**src/hdl/rename_pkg.sv**
```systemverilog
`default_nettype none

package rename_pkg;

    // architectural register file
    localparam int unsigned AREG_W   = 5;
    localparam int unsigned NUM_AREG = 32;

    // reorder buffer ids wrap modulo 64
    localparam int unsigned ROB_ID_W = 6;

    // alias entry is {check, robid}
    localparam int unsigned RAT_W     = ROB_ID_W + 1;
    localparam int unsigned CHECK_BIT = ROB_ID_W;

    // data and pc width
    localparam int unsigned WORD_W = 32;

    // architectural register index, register 0 never written
    typedef logic [AREG_W-1:0] areg_t;

    // reorder buffer id
    typedef logic [ROB_ID_W-1:0] rob_id_t;

    // generation bit on top, rob id below
    typedef logic [RAT_W-1:0] rat_entry_t;

    // data word, also the pc
    typedef logic [WORD_W-1:0] word_t;

endpackage

`default_nettype wire
```
**src/hdl/rename_stage.sv**
```systemverilog
`timescale 1ns/1ns
`default_nettype none

module rename_stage #(
    parameter int unsigned ROB_DEPTH = 64
) (
    input  logic                            clk,
    input  logic                            rst_n_i,
    input  logic                            flush_i,
    // decode side
    input  logic                            in_valid_i,
    output logic                            in_ready_o,
    input  logic [1:0]                      slot_valid_i,
    input  rename_pkg::areg_t [3:0]         src_areg_i,
    input  logic [3:0]                      src_need_i,
    input  rename_pkg::areg_t [1:0]         dst_areg_i,
    input  logic [1:0]                      dst_wen_i,
    input  rename_pkg::word_t               pc_i,
    // commit side
    input  logic [1:0]                      retire_i,
    input  logic [1:0]                      retire_wen_i,
    input  rename_pkg::areg_t [1:0]         retire_areg_i,
    input  rename_pkg::rob_id_t [1:0]       retire_robid_i,
    input  logic [1:0]                      retire_check_i,
    input  rename_pkg::word_t [1:0]         retire_data_i,
    // issue side
    input  logic                            out_ready_i,
    output logic [1:0]                      out_slot_valid_o,
    output rename_pkg::word_t               out_pc_o,
    output rename_pkg::areg_t [1:0]         out_dst_areg_o,
    output rename_pkg::rob_id_t [1:0]       out_dst_robid_o,
    output logic [1:0]                      out_dst_check_o,
    output rename_pkg::rob_id_t [3:0]       out_src_robid_o,
    output rename_pkg::word_t [3:0]         out_src_data_o,
    output logic [3:0]                      out_src_ready_o
);

    import rename_pkg::*;

    logic [1:0]         issue;
    rob_id_t [1:0]      dst_robid;
    logic [1:0]         rat_we;
    logic [1:0]         new_check;
    rat_entry_t [1:0]   spec_wdata;
    rat_entry_t [3:0]   spec_src_entry;
    logic [1:0]         commit_we;
    rat_entry_t [1:0]   commit_wdata;
    rat_entry_t [5:0]   commit_rdata;
    rat_entry_t [3:0]   commit_src_entry;
    rat_entry_t [1:0]   commit_dst_entry;
    word_t [3:0]        arf_rdata;

    for (genvar i = 0; i < 2; i++) begin : g_write
        assign spec_wdata[i]   = {new_check[i], dst_robid[i]};
        assign commit_we[i]    = retire_i[i] & retire_wen_i[i] & (retire_areg_i[i] != '0);
        assign commit_wdata[i] = {retire_check_i[i], retire_robid_i[i]};
    end

    // sources on ports 0-3, destinations on 4-5
    assign commit_src_entry = commit_rdata[3:0];
    assign commit_dst_entry = commit_rdata[5:4];

    rename_dispatch #(
        .ROB_DEPTH (ROB_DEPTH)
    ) u_dispatch (
        .clk          (clk),
        .rst_n_i      (rst_n_i),
        .flush_i      (flush_i),
        .in_valid_i   (in_valid_i),
        .slot_valid_i (slot_valid_i),
        .dst_areg_i   (dst_areg_i),
        .dst_wen_i    (dst_wen_i),
        .retire_i     (retire_i),
        .out_ready_i  (out_ready_i),
        .in_ready_o   (in_ready_o),
        .issue_o      (issue),
        .dst_robid_o  (dst_robid),
        .rat_we_o     (rat_we)
    );

    reg_table #(
        .DATA_W         (RAT_W),
        .R_PORTS        (4),
        .FORWARD        (1'b0),
        .CLEAR_ON_FLUSH (1'b1)
    ) spec_rat (
        .clk     (clk),
        .rst_n_i (rst_n_i),
        .flush_i (flush_i),
        .raddr_i (src_areg_i),
        .rdata_o (spec_src_entry),
        .waddr_i (dst_areg_i),
        .we_i    (rat_we),
        .wdata_i (spec_wdata)
    );

    reg_table #(
        .DATA_W         (RAT_W),
        .R_PORTS        (6),
        .FORWARD        (1'b1),
        .CLEAR_ON_FLUSH (1'b1)
    ) commit_rat (
        .clk     (clk),
        .rst_n_i (rst_n_i),
        .flush_i (flush_i),
        .raddr_i ({dst_areg_i, src_areg_i}),
        .rdata_o (commit_rdata),
        .waddr_i (retire_areg_i),
        .we_i    (commit_we),
        .wdata_i (commit_wdata)
    );

    // register values survive a flush
    reg_table #(
        .DATA_W         (WORD_W),
        .R_PORTS        (4),
        .FORWARD        (1'b1),
        .CLEAR_ON_FLUSH (1'b0)
    ) arf (
        .clk     (clk),
        .rst_n_i (rst_n_i),
        .flush_i (flush_i),
        .raddr_i (src_areg_i),
        .rdata_o (arf_rdata),
        .waddr_i (retire_areg_i),
        .we_i    (commit_we),
        .wdata_i (retire_data_i)
    );

    rename_out u_out (
        .clk              (clk),
        .rst_n_i          (rst_n_i),
        .flush_i          (flush_i),
        .out_ready_i      (out_ready_i),
        .issue_i          (issue),
        .pc_i             (pc_i),
        .dst_areg_i       (dst_areg_i),
        .dst_robid_i      (dst_robid),
        .src_need_i       (src_need_i),
        .spec_src_i       (spec_src_entry),
        .commit_src_i     (commit_src_entry),
        .commit_dst_i     (commit_dst_entry),
        .src_data_i       (arf_rdata),
        .new_check_o      (new_check),
        .out_slot_valid_o (out_slot_valid_o),
        .out_pc_o         (out_pc_o),
        .out_dst_areg_o   (out_dst_areg_o),
        .out_dst_robid_o  (out_dst_robid_o),
        .out_dst_check_o  (out_dst_check_o),
        .out_src_robid_o  (out_src_robid_o),
        .out_src_data_o   (out_src_data_o),
        .out_src_ready_o  (out_src_ready_o)
    );

endmodule

`default_nettype wire

```
**src/hdl/rename_out.sv**
```systemverilog
`timescale 1ns/1ns
`default_nettype none

module rename_out (
    input  logic                            clk,
    input  logic                            rst_n_i,
    input  logic                            flush_i,
    input  logic                            out_ready_i,
    input  logic [1:0]                      issue_i,
    input  rename_pkg::word_t               pc_i,
    input  rename_pkg::areg_t [1:0]         dst_areg_i,
    input  rename_pkg::rob_id_t [1:0]       dst_robid_i,
    input  logic [3:0]                      src_need_i,
    input  rename_pkg::rat_entry_t [3:0]    spec_src_i,
    input  rename_pkg::rat_entry_t [3:0]    commit_src_i,
    input  rename_pkg::rat_entry_t [1:0]    commit_dst_i,
    input  rename_pkg::word_t [3:0]         src_data_i,
    output logic [1:0]                      new_check_o,
    output logic [1:0]                      out_slot_valid_o,
    output rename_pkg::word_t               out_pc_o,
    output rename_pkg::areg_t [1:0]         out_dst_areg_o,
    output rename_pkg::rob_id_t [1:0]       out_dst_robid_o,
    output logic [1:0]                      out_dst_check_o,
    output rename_pkg::rob_id_t [3:0]       out_src_robid_o,
    output rename_pkg::word_t [3:0]         out_src_data_o,
    output logic [3:0]                      out_src_ready_o
);

    import rename_pkg::*;

    logic [3:0] src_ready;

    // flip the generation of the committed mapping
    for (genvar i = 0; i < 2; i++) begin : g_new_check
        assign new_check_o[i] = ~commit_dst_i[i][CHECK_BIT];
    end

    // same entry in both tables means the writer has retired
    for (genvar i = 0; i < 4; i++) begin : g_src_ready
        assign src_ready[i] = ~src_need_i[i] | (spec_src_i[i] == commit_src_i[i]);
    end

    always_ff @(posedge clk) begin
        if (!rst_n_i || flush_i) begin
            out_slot_valid_o <= '0;
            out_pc_o         <= '0;
            out_dst_areg_o   <= '0;
            out_dst_robid_o  <= '0;
            out_dst_check_o  <= '0;
            out_src_robid_o  <= '0;
            out_src_data_o   <= '0;
            out_src_ready_o  <= '0;
        end else if (out_ready_i) begin
            out_slot_valid_o <= issue_i;
            out_pc_o         <= pc_i;
            out_dst_areg_o   <= dst_areg_i;
            out_dst_robid_o  <= dst_robid_i;
            out_dst_check_o  <= new_check_o;
            for (int i = 0; i < 4; i++) begin
                out_src_robid_o[i] <= spec_src_i[i][ROB_ID_W-1:0];
            end
            out_src_data_o   <= src_data_i;
            out_src_ready_o  <= src_ready;
        end
    end

endmodule

`default_nettype wire

```
**src/hdl/reg_table.sv**
```systemverilog
`timescale 1ns/1ns
`default_nettype none

module reg_table #(
    parameter int unsigned DATA_W         = 7,
    parameter int unsigned R_PORTS        = 4,
    parameter bit          FORWARD        = 1'b0,
    parameter bit          CLEAR_ON_FLUSH = 1'b0
) (
    input  logic                                clk,
    input  logic                                rst_n_i,
    input  logic                                flush_i,
    input  rename_pkg::areg_t [R_PORTS-1:0]     raddr_i,
    output logic [R_PORTS-1:0][DATA_W-1:0]      rdata_o,
    input  rename_pkg::areg_t [1:0]             waddr_i,
    input  logic [1:0]                          we_i,
    input  logic [1:0][DATA_W-1:0]              wdata_i
);

    import rename_pkg::*;

    logic [DATA_W-1:0] mem_q [NUM_AREG];

    // port 1 is written last, so it wins on a shared address
    always_ff @(posedge clk) begin
        if (!rst_n_i || (CLEAR_ON_FLUSH && flush_i)) begin
            for (int i = 0; i < NUM_AREG; i++) begin
                mem_q[i] <= '0;
            end
        end else begin
            for (int p = 0; p < 2; p++) begin
                if (we_i[p]) begin
                    mem_q[waddr_i[p]] <= wdata_i[p];
                end
            end
        end
    end

    // async read, optional bypass of this cycle's writes
    always_comb begin
        for (int r = 0; r < R_PORTS; r++) begin
            rdata_o[r] = mem_q[raddr_i[r]];
            if (FORWARD) begin
                for (int p = 0; p < 2; p++) begin
                    if (we_i[p] && (waddr_i[p] == raddr_i[r])) begin
                        rdata_o[r] = wdata_i[p];
                    end
                end
            end
        end
    end

    // callers must filter out r0 before writing
    a_no_zero_write: assert property (
        @(posedge clk) disable iff (!rst_n_i)
        !(we_i[0] && (waddr_i[0] == '0)) && !(we_i[1] && (waddr_i[1] == '0))
    );

endmodule

`default_nettype wire

```
**src/hdl/rename_dispatch.sv**
```systemverilog
`timescale 1ns/1ns
`default_nettype none

module rename_dispatch #(
    parameter int unsigned ROB_DEPTH = 64
) (
    input  logic                        clk,
    input  logic                        rst_n_i,
    input  logic                        flush_i,
    input  logic                        in_valid_i,
    input  logic [1:0]                  slot_valid_i,
    input  rename_pkg::areg_t [1:0]     dst_areg_i,
    input  logic [1:0]                  dst_wen_i,
    input  logic [1:0]                  retire_i,
    input  logic                        out_ready_i,
    output logic                        in_ready_o,
    output logic [1:0]                  issue_o,
    output rename_pkg::rob_id_t [1:0]   dst_robid_o,
    output logic [1:0]                  rat_we_o
);

    import rename_pkg::*;

    // one extra bit so a full buffer still fits
    localparam int unsigned CNT_W = ROB_ID_W + 1;

    rob_id_t            ptr_q;
    logic [CNT_W-1:0]   cnt_q;
    logic               avail_q;
    logic               grant;
    logic [1:0]         n_issue;
    logic [1:0]         n_retire;

    // availability is a cycle behind the count
    assign in_ready_o = avail_q & ~flush_i & out_ready_i;
    assign grant      = in_valid_i & in_ready_o;
    assign issue_o    = slot_valid_i & {2{grant}};

    // slot 1 takes the next id only if slot 0 used one
    assign dst_robid_o[0] = ptr_q;
    assign dst_robid_o[1] = issue_o[0] ? ptr_q + rob_id_t'(1) : ptr_q;

    for (genvar i = 0; i < 2; i++) begin : g_rat_we
        assign rat_we_o[i] = issue_o[i] & dst_wen_i[i] & (dst_areg_i[i] != '0);
    end

    assign n_issue  = {1'b0, issue_o[0]} + {1'b0, issue_o[1]};
    assign n_retire = {1'b0, retire_i[0]} + {1'b0, retire_i[1]};

    always_ff @(posedge clk) begin
        if (!rst_n_i || flush_i) begin
            ptr_q   <= '0;
            cnt_q   <= '0;
            avail_q <= 1'b1;
        end else begin
            ptr_q   <= ptr_q + rob_id_t'(n_issue);
            cnt_q   <= cnt_q + CNT_W'(n_issue) - CNT_W'(n_retire);
            // leave room for two more groups in flight
            avail_q <= (cnt_q <= CNT_W'(ROB_DEPTH - 4));
        end
    end

    // late availability must still keep the buffer from overflowing
    a_occupancy_bound: assert property (
        @(posedge clk) disable iff (!rst_n_i)
        cnt_q <= CNT_W'(ROB_DEPTH)
    );

    // no speculative mapping may survive into a flushed table
    a_no_rename_on_flush: assert property (
        @(posedge clk) disable iff (!rst_n_i)
        flush_i |-> (rat_we_o == 2'b00)
    );

endmodule

`default_nettype wire

```
**config.mk**
```make
export PLATFORM = sky130hd
export DESIGN_NAME = rename_stage
export DESIGN_NICKNAME = d
export VERILOG_FILES = /design/src/hdl/rename_pkg.sv /design/src/hdl/rename_stage.sv /design/src/hdl/rename_out.sv /design/src/hdl/reg_table.sv /design/src/hdl/rename_dispatch.sv
export SDC_FILE = /design/constraint.sdc
export NUM_CORES = 2
export LEC_CHECK = 0
export ABC_CLOCK_PERIOD_IN_PS = 4300
export BUFFER_PORTS_ARGS = -buffer_cell sky130_fd_sc_hd__buf_2
export CORE_UTILIZATION = 35
export DETAILED_ROUTE_END_ITERATION = 10
export PLACE_DENSITY = 0.46
export SKIP_LAST_GASP = 1
export SYNTH_ARGS = -nofsm -noshare
export SYNTH_HDL_FRONTEND = slang
export SYNTH_HIERARCHICAL = 1
export SYNTH_SLANG_ARGS = --single-unit
```
**constraint.sdc**
```tcl
create_clock -name clk -period 4.3 [get_ports clk]
set_input_delay 0.645 -clock clk [delete_from_list [all_inputs] [get_ports clk]]
set_output_delay 0.645 -clock clk [all_outputs]
set_load 0.05 [all_outputs]
```
; Word-level counts from Yosys, hierarchy flattened
; Memories as Yosys holds them, arrays and structs flattened. A register that Yosys moved wholly into a read port is not among the register bits.
; Cells that the tools add are included.
[totals]
wordCells = 138
input_bits = 167
reg_bits = 100
mem_bits_rw = 1472
mem_count = 3
[mem_list]
columns = memory, depth, word_bits, read_ports, rd_clocked_by_memory_dff, wr, line_no
row1 = arf.mem_q, 32, 32, 4, 4, 32, reg_table.sv:22  ; logic [DATA_W-1:0] mem_q [NUM_AREG];
row2 = commit_rat.mem_q, 32, 7, 6, 0, 32, reg_table.sv:22
row3 = spec_rat.mem_q, 32, 7, 4, 0, 32, reg_table.sv:22
[op_classes]
n_addsub = 6
n_bitwise = 23
n_eq_ne = 16
n_reduce_logical = 24
n_mux = 50
n_lt_le_gt_ge = 1
[ops]
columns = op, count
row1 = 7-bit 2-to-1 mux, 16
row2 = 32-bit 2-to-1 mux, 2
row3 = 32-bit OR reduction, 2
row4 = 5-bit == test, 12
row5 = 5-bit 2-to-1 mux, 6
row6 = 7-bit == test, 4
row7 = 7-bit OR reduction, 4
row8 = 1-bit 2-to-1 mux, 25
row9 = 5-bit nonzero test, 4
row10 = 1-bit logical AND, 12
row11 = 1-bit AND, 11
row12 = 7-bit by 2-bit adder with 7-bit output, 1
row13 = 7-bit by 6-bit <= comparator with 1-bit output (second input constant), 1
row14 = 1-bit inverter, 7
row15 = 7-bit by 2-bit subtractor with 7-bit output, 1
row16 = 6-bit by 1-bit adder with 6-bit output (second input constant), 1
row17 = 6-bit by 2-bit adder with 6-bit output, 1
row18 = 6-bit 2-to-1 mux, 1
row19 = 1-bit by 1-bit adder with 2-bit output, 2
row20 = 1-bit OR, 4
row21 = 2-bit AND, 1
row22 = 1-bit zero test, 1
row23 = 1-bit logical OR, 1

; Longest topological paths before layout
[depth]
ltp_word = 12
ltp_mapped = 14
ltp_nobuf = 13

; Hierarchy
; Netlist, hierarchy kept.
[modules_own_cells]
columns = mod, area_per_inst_um2, instances, cells_per_inst
row1 = reg_table (arf), 77342.9, 1, 5459
row2 = reg_table (commit_rat), 22056.2, 1, 1716
row3 = reg_table (spec_rat), 18302.6, 1, 1338
row4 = rename_out, 7975.1, 1, 739
row5 = rename_dispatch, 1171.1, 1, 139
row6 = rename_stage, 32.5, 1, 4

; Least setup slack after synthesis
; Ideal clock, no wire load.
[synth_path]
kind = input to register
from = in retire_areg_i[6] (netlist name)
to = mem arf/mem_q[18][0] (netlist name) (enable)
cell_stages = 7
t_arrival_ns = 3.099
path_slack_ns = 0.770
setup_time_ns = 0.431
cell_sequence = or3_1 > o311a_1 > nand2_1 > nor2_1 > nand2_1 > clkbuf_1 > o211ai_1
[synth_lines]
columns = item, line_no
row1 = from (decl), rename_stage.sv:22  ; input rename_pkg::areg_t [1:0] retire_areg_i,
row2 = to (decl), reg_table.sv:22

==> results.py <==
metrics = {
    "placement": {
        "dp_hpwl_um": 456000,
        "placedCellCount": 13600,
        "io_buffers": 381,
        "place.gp.congestion": 0.970,
        "dp_slack_ps": -289,
    },
    "floorplan": {
        "core_region_area_um2": 352000,
        "die_h_um": 597,
        "io_pins": 382,
        "die-area_um2": 356000,
        "initial_core_util": 0.351,
        "rows": 218,
        "die_w_um": 597,
    },
    "route": {
        "drc": 2,
        "drt_iter0_markers": 17600,
        "drtPass1Iterations": 9,
        "vias_per_cell": 7.52,
        "num_vias": 106000,
        "wl_per_cell_um": 50.4,
        "ant_nets": 0,
        "totalWireLength_um": 711000,
    },
    "synth": {
        "synth_fp_nets": 9348,
        "ys_warn_count": 6,
        "syn_area_um2": 124000,
        "avgSynthCellArea_um2": 13.5,
        "synthCells": 9164,
    },
    "grt": {
        "grt_pass1_wl_um": 936000,
        "grt.overflow.total": 0,
        "grt_max_degree": 92,
        "antenna_found_initial": 78,
        "grt_pass1_vias": 99800,
        "grt_usage": 0.388,
    },
    "clock_network": {
        "clock_path_buffers": 4,
        "cts_tree": "built",
        "cts.htree.levels": 4,
        "insertion_delay_ps": 1040,
        "cts_root_buffer": "clkbuf_16",
        "path_clk_slew_ps": 60,
        "cts_sinks": 1700,
        "cts_made_buffers": 216,
    },
    "timing": {
        "hold_viol": 0,
        "max_freq_mhz": 264,
        "relSlewSlack": 0.0771,
        "period_minus_slack_ps": 3780,
        "fin_crit_sh": 0.880,
        "drv_slew": 0,
        "worst_slack_ps": 516,
        "tightestPinTransition_ps": 1380,
        "finalSetupViolCount": 0,
        "fin_skew_ps": 93.2,
        "rsz0062_at_grt": "false",
    },
    "layout": {
        "syn2layout_area_growth_pct": 13.9,
        "fin_nets": 9311,
        "fin_util": 0.400,
        "drive_gt1_frac": 0.336,
        "stdcell_count": 14100,
        "fill_cells": 32800,
    },
    "hold_path": {
        "hp-class": "in2reg",
        "hold_depth": 4,
    },
    "setup_path": {
        "cpPeakStageDelay_ps": 1070,
        "worstSetupPathType": "in2reg",
        "critPathMaxFanout": 11,
        "cp.depth": 11,
        "critical_path_buf_inv_count": 2,
        "worst_ep_arrival_time_ps": 4650,
        "reg2regPathDepth": 7,
        "path_delay_family": "simple AND/OR/NAND/NOR gates",
        "crit_path_start_kind": "input pin",
        "crit_required_ps": 5160,
        "crit_path_top_delay_cell": "nor4_1",
        "endpoint_kind": "flop",
        "path_cells": "buf_2 > or3_1 > o311a_1 > buf_4 > and3_1 > nand2b_1 > nor4_1 > a221o_1 > xnor2_1 > nand4_1 > o31ai_1",
    },
    "power_and_ir_drop": {
        "vdd_drop_max_mv": 0.384,
        "p_leak_nw": 49.1,
        "p_per_area_nw_per_um2": 348,
    },
    "run": {
        "maxCapViolCount": 0,
    },
    "status": {
        "violations": "design-rule violations",
        "status": "finished with violations",
    },
}
## where the power goes
group / leakage [nW] / internal, W / total, W / switching [W]
Combinational: 29.2 / 0.00403 / 0.0103 / 0.00624
Clock: 3.44 / 0.0107 / 0.0190 / 0.00827
Sequential: 16.5 / 0.0188 / 0.0199 / 0.00108
## worst paths after layout
path | from | end | slack, ps
min | src_need_i[1] | u_out/out_src_ready_o[1]$_SDFFE_PP0P_ | 30
max | retire_areg_i[6] | u_out/out_src_ready_o[2]$_SDFFE_PP0P_ | 520
max reg2reg | u_dispatch/avail_q$_SDFF_PP1_ | spec_rat/mem_q[11][1]$_DFFE_PP_ | 990
min reg2reg | u_out/out_src_robid_o[22]$_SDFFE_PP0P_ | u_out/out_src_robid_o[22]$_SDFFE_PP0P_ | 490
## repair_timing
item,CTS,global route
endpoints found under the setup margin,0,0
resized for setup,0,0
hold buffers,33,0
hold endpoints to repair,33,0
setup buffers,0,0
## registers in the layout (all words and copies together) (netlist names), 4 cells and up
signal and cells:
arf/mem_q 1024, commit_rat/mem_q 224, spec_rat/mem_q 224, u_out/out_src_data_o 128, u_out/out_pc_o 32, u_out/out_src_robid_o 24, u_out/out_dst_robid_o 12, u_out/out_dst_areg_o 10
u_dispatch/cnt_q 7, u_dispatch/ptr_q 6, u_out/out_src_ready_o 4
## area by class of cell
class	count	area (um2)	share of cell area
multi-input cells	6061	69400	0.492
flip-flops and latches	1700	48800	0.346
repair buffers	1096	9520	0.0675
clock buffers	290	6000	0.0426
well taps	4730	5920	0.0420
clock inverters	107	1040	0.00740
inverters	52	198	0.00140
diodes	54	135	0.000958
## placed cells by master, fill, tap and decap left out, drive strengths merged, types with 23 or more instances in the layout
cell            n
a211oi         37
a21oi          48
a221o          45
a221oi         52
a22o         1262
a22oi         203
and3           62
buf          1063
clkbuf        290
clkinv         75
dfxtp         228
diode          54
dlygate4sd3    33
edfxtp       1472
inv            58
mux2           38
mux2i         609
mux4         1557
nand2         284
nand2b         33
nand3         112
nand3b        133
nand4         248
nor2          443
nor2b          49
nor3           34
nor3b          23
nor4           35
o21ai         119
o22ai          68
o31ai         231
xnor2          70
xor2           66
## per-layer routing
layer	global-route usage	wire [um]	part of all wire
met4	0.268	58600	0.082
met3	0.133	94700	0.13
met2	0.552	298000	0.42
met1	0.494	259000	0.36
met5	0	383	0.00054
## worst reg2reg max path, cell delays in order, from the launching register on
cell and delay, ps:
dfxtp_1 360, and4b_1 350, and2_1 190, o311a_1 290, and4b_4 660, buf_4 380, and3_1 370, nand3b_1 350
## through the flow
step | area [um2] | TNS (ps) | hold slack (ps) | total power, W
2_1_floorplan | 124000 | 0 | 475 | 0.0257
3_3_place_gp | 133000 | -602 | 470 | 0.0300
3_5_place_dp | 133000 | -559 | 477 | 0.0301
4_1_cts | 141000 | 0 | 6.13 | 0.0487
5_1_grt | 141000 | 0 | 51.0 | 0.0497
6_report | 141000 | 0 | 28.2 | 0.0491
No activity file was read; power rests on OpenSTA's default activity.
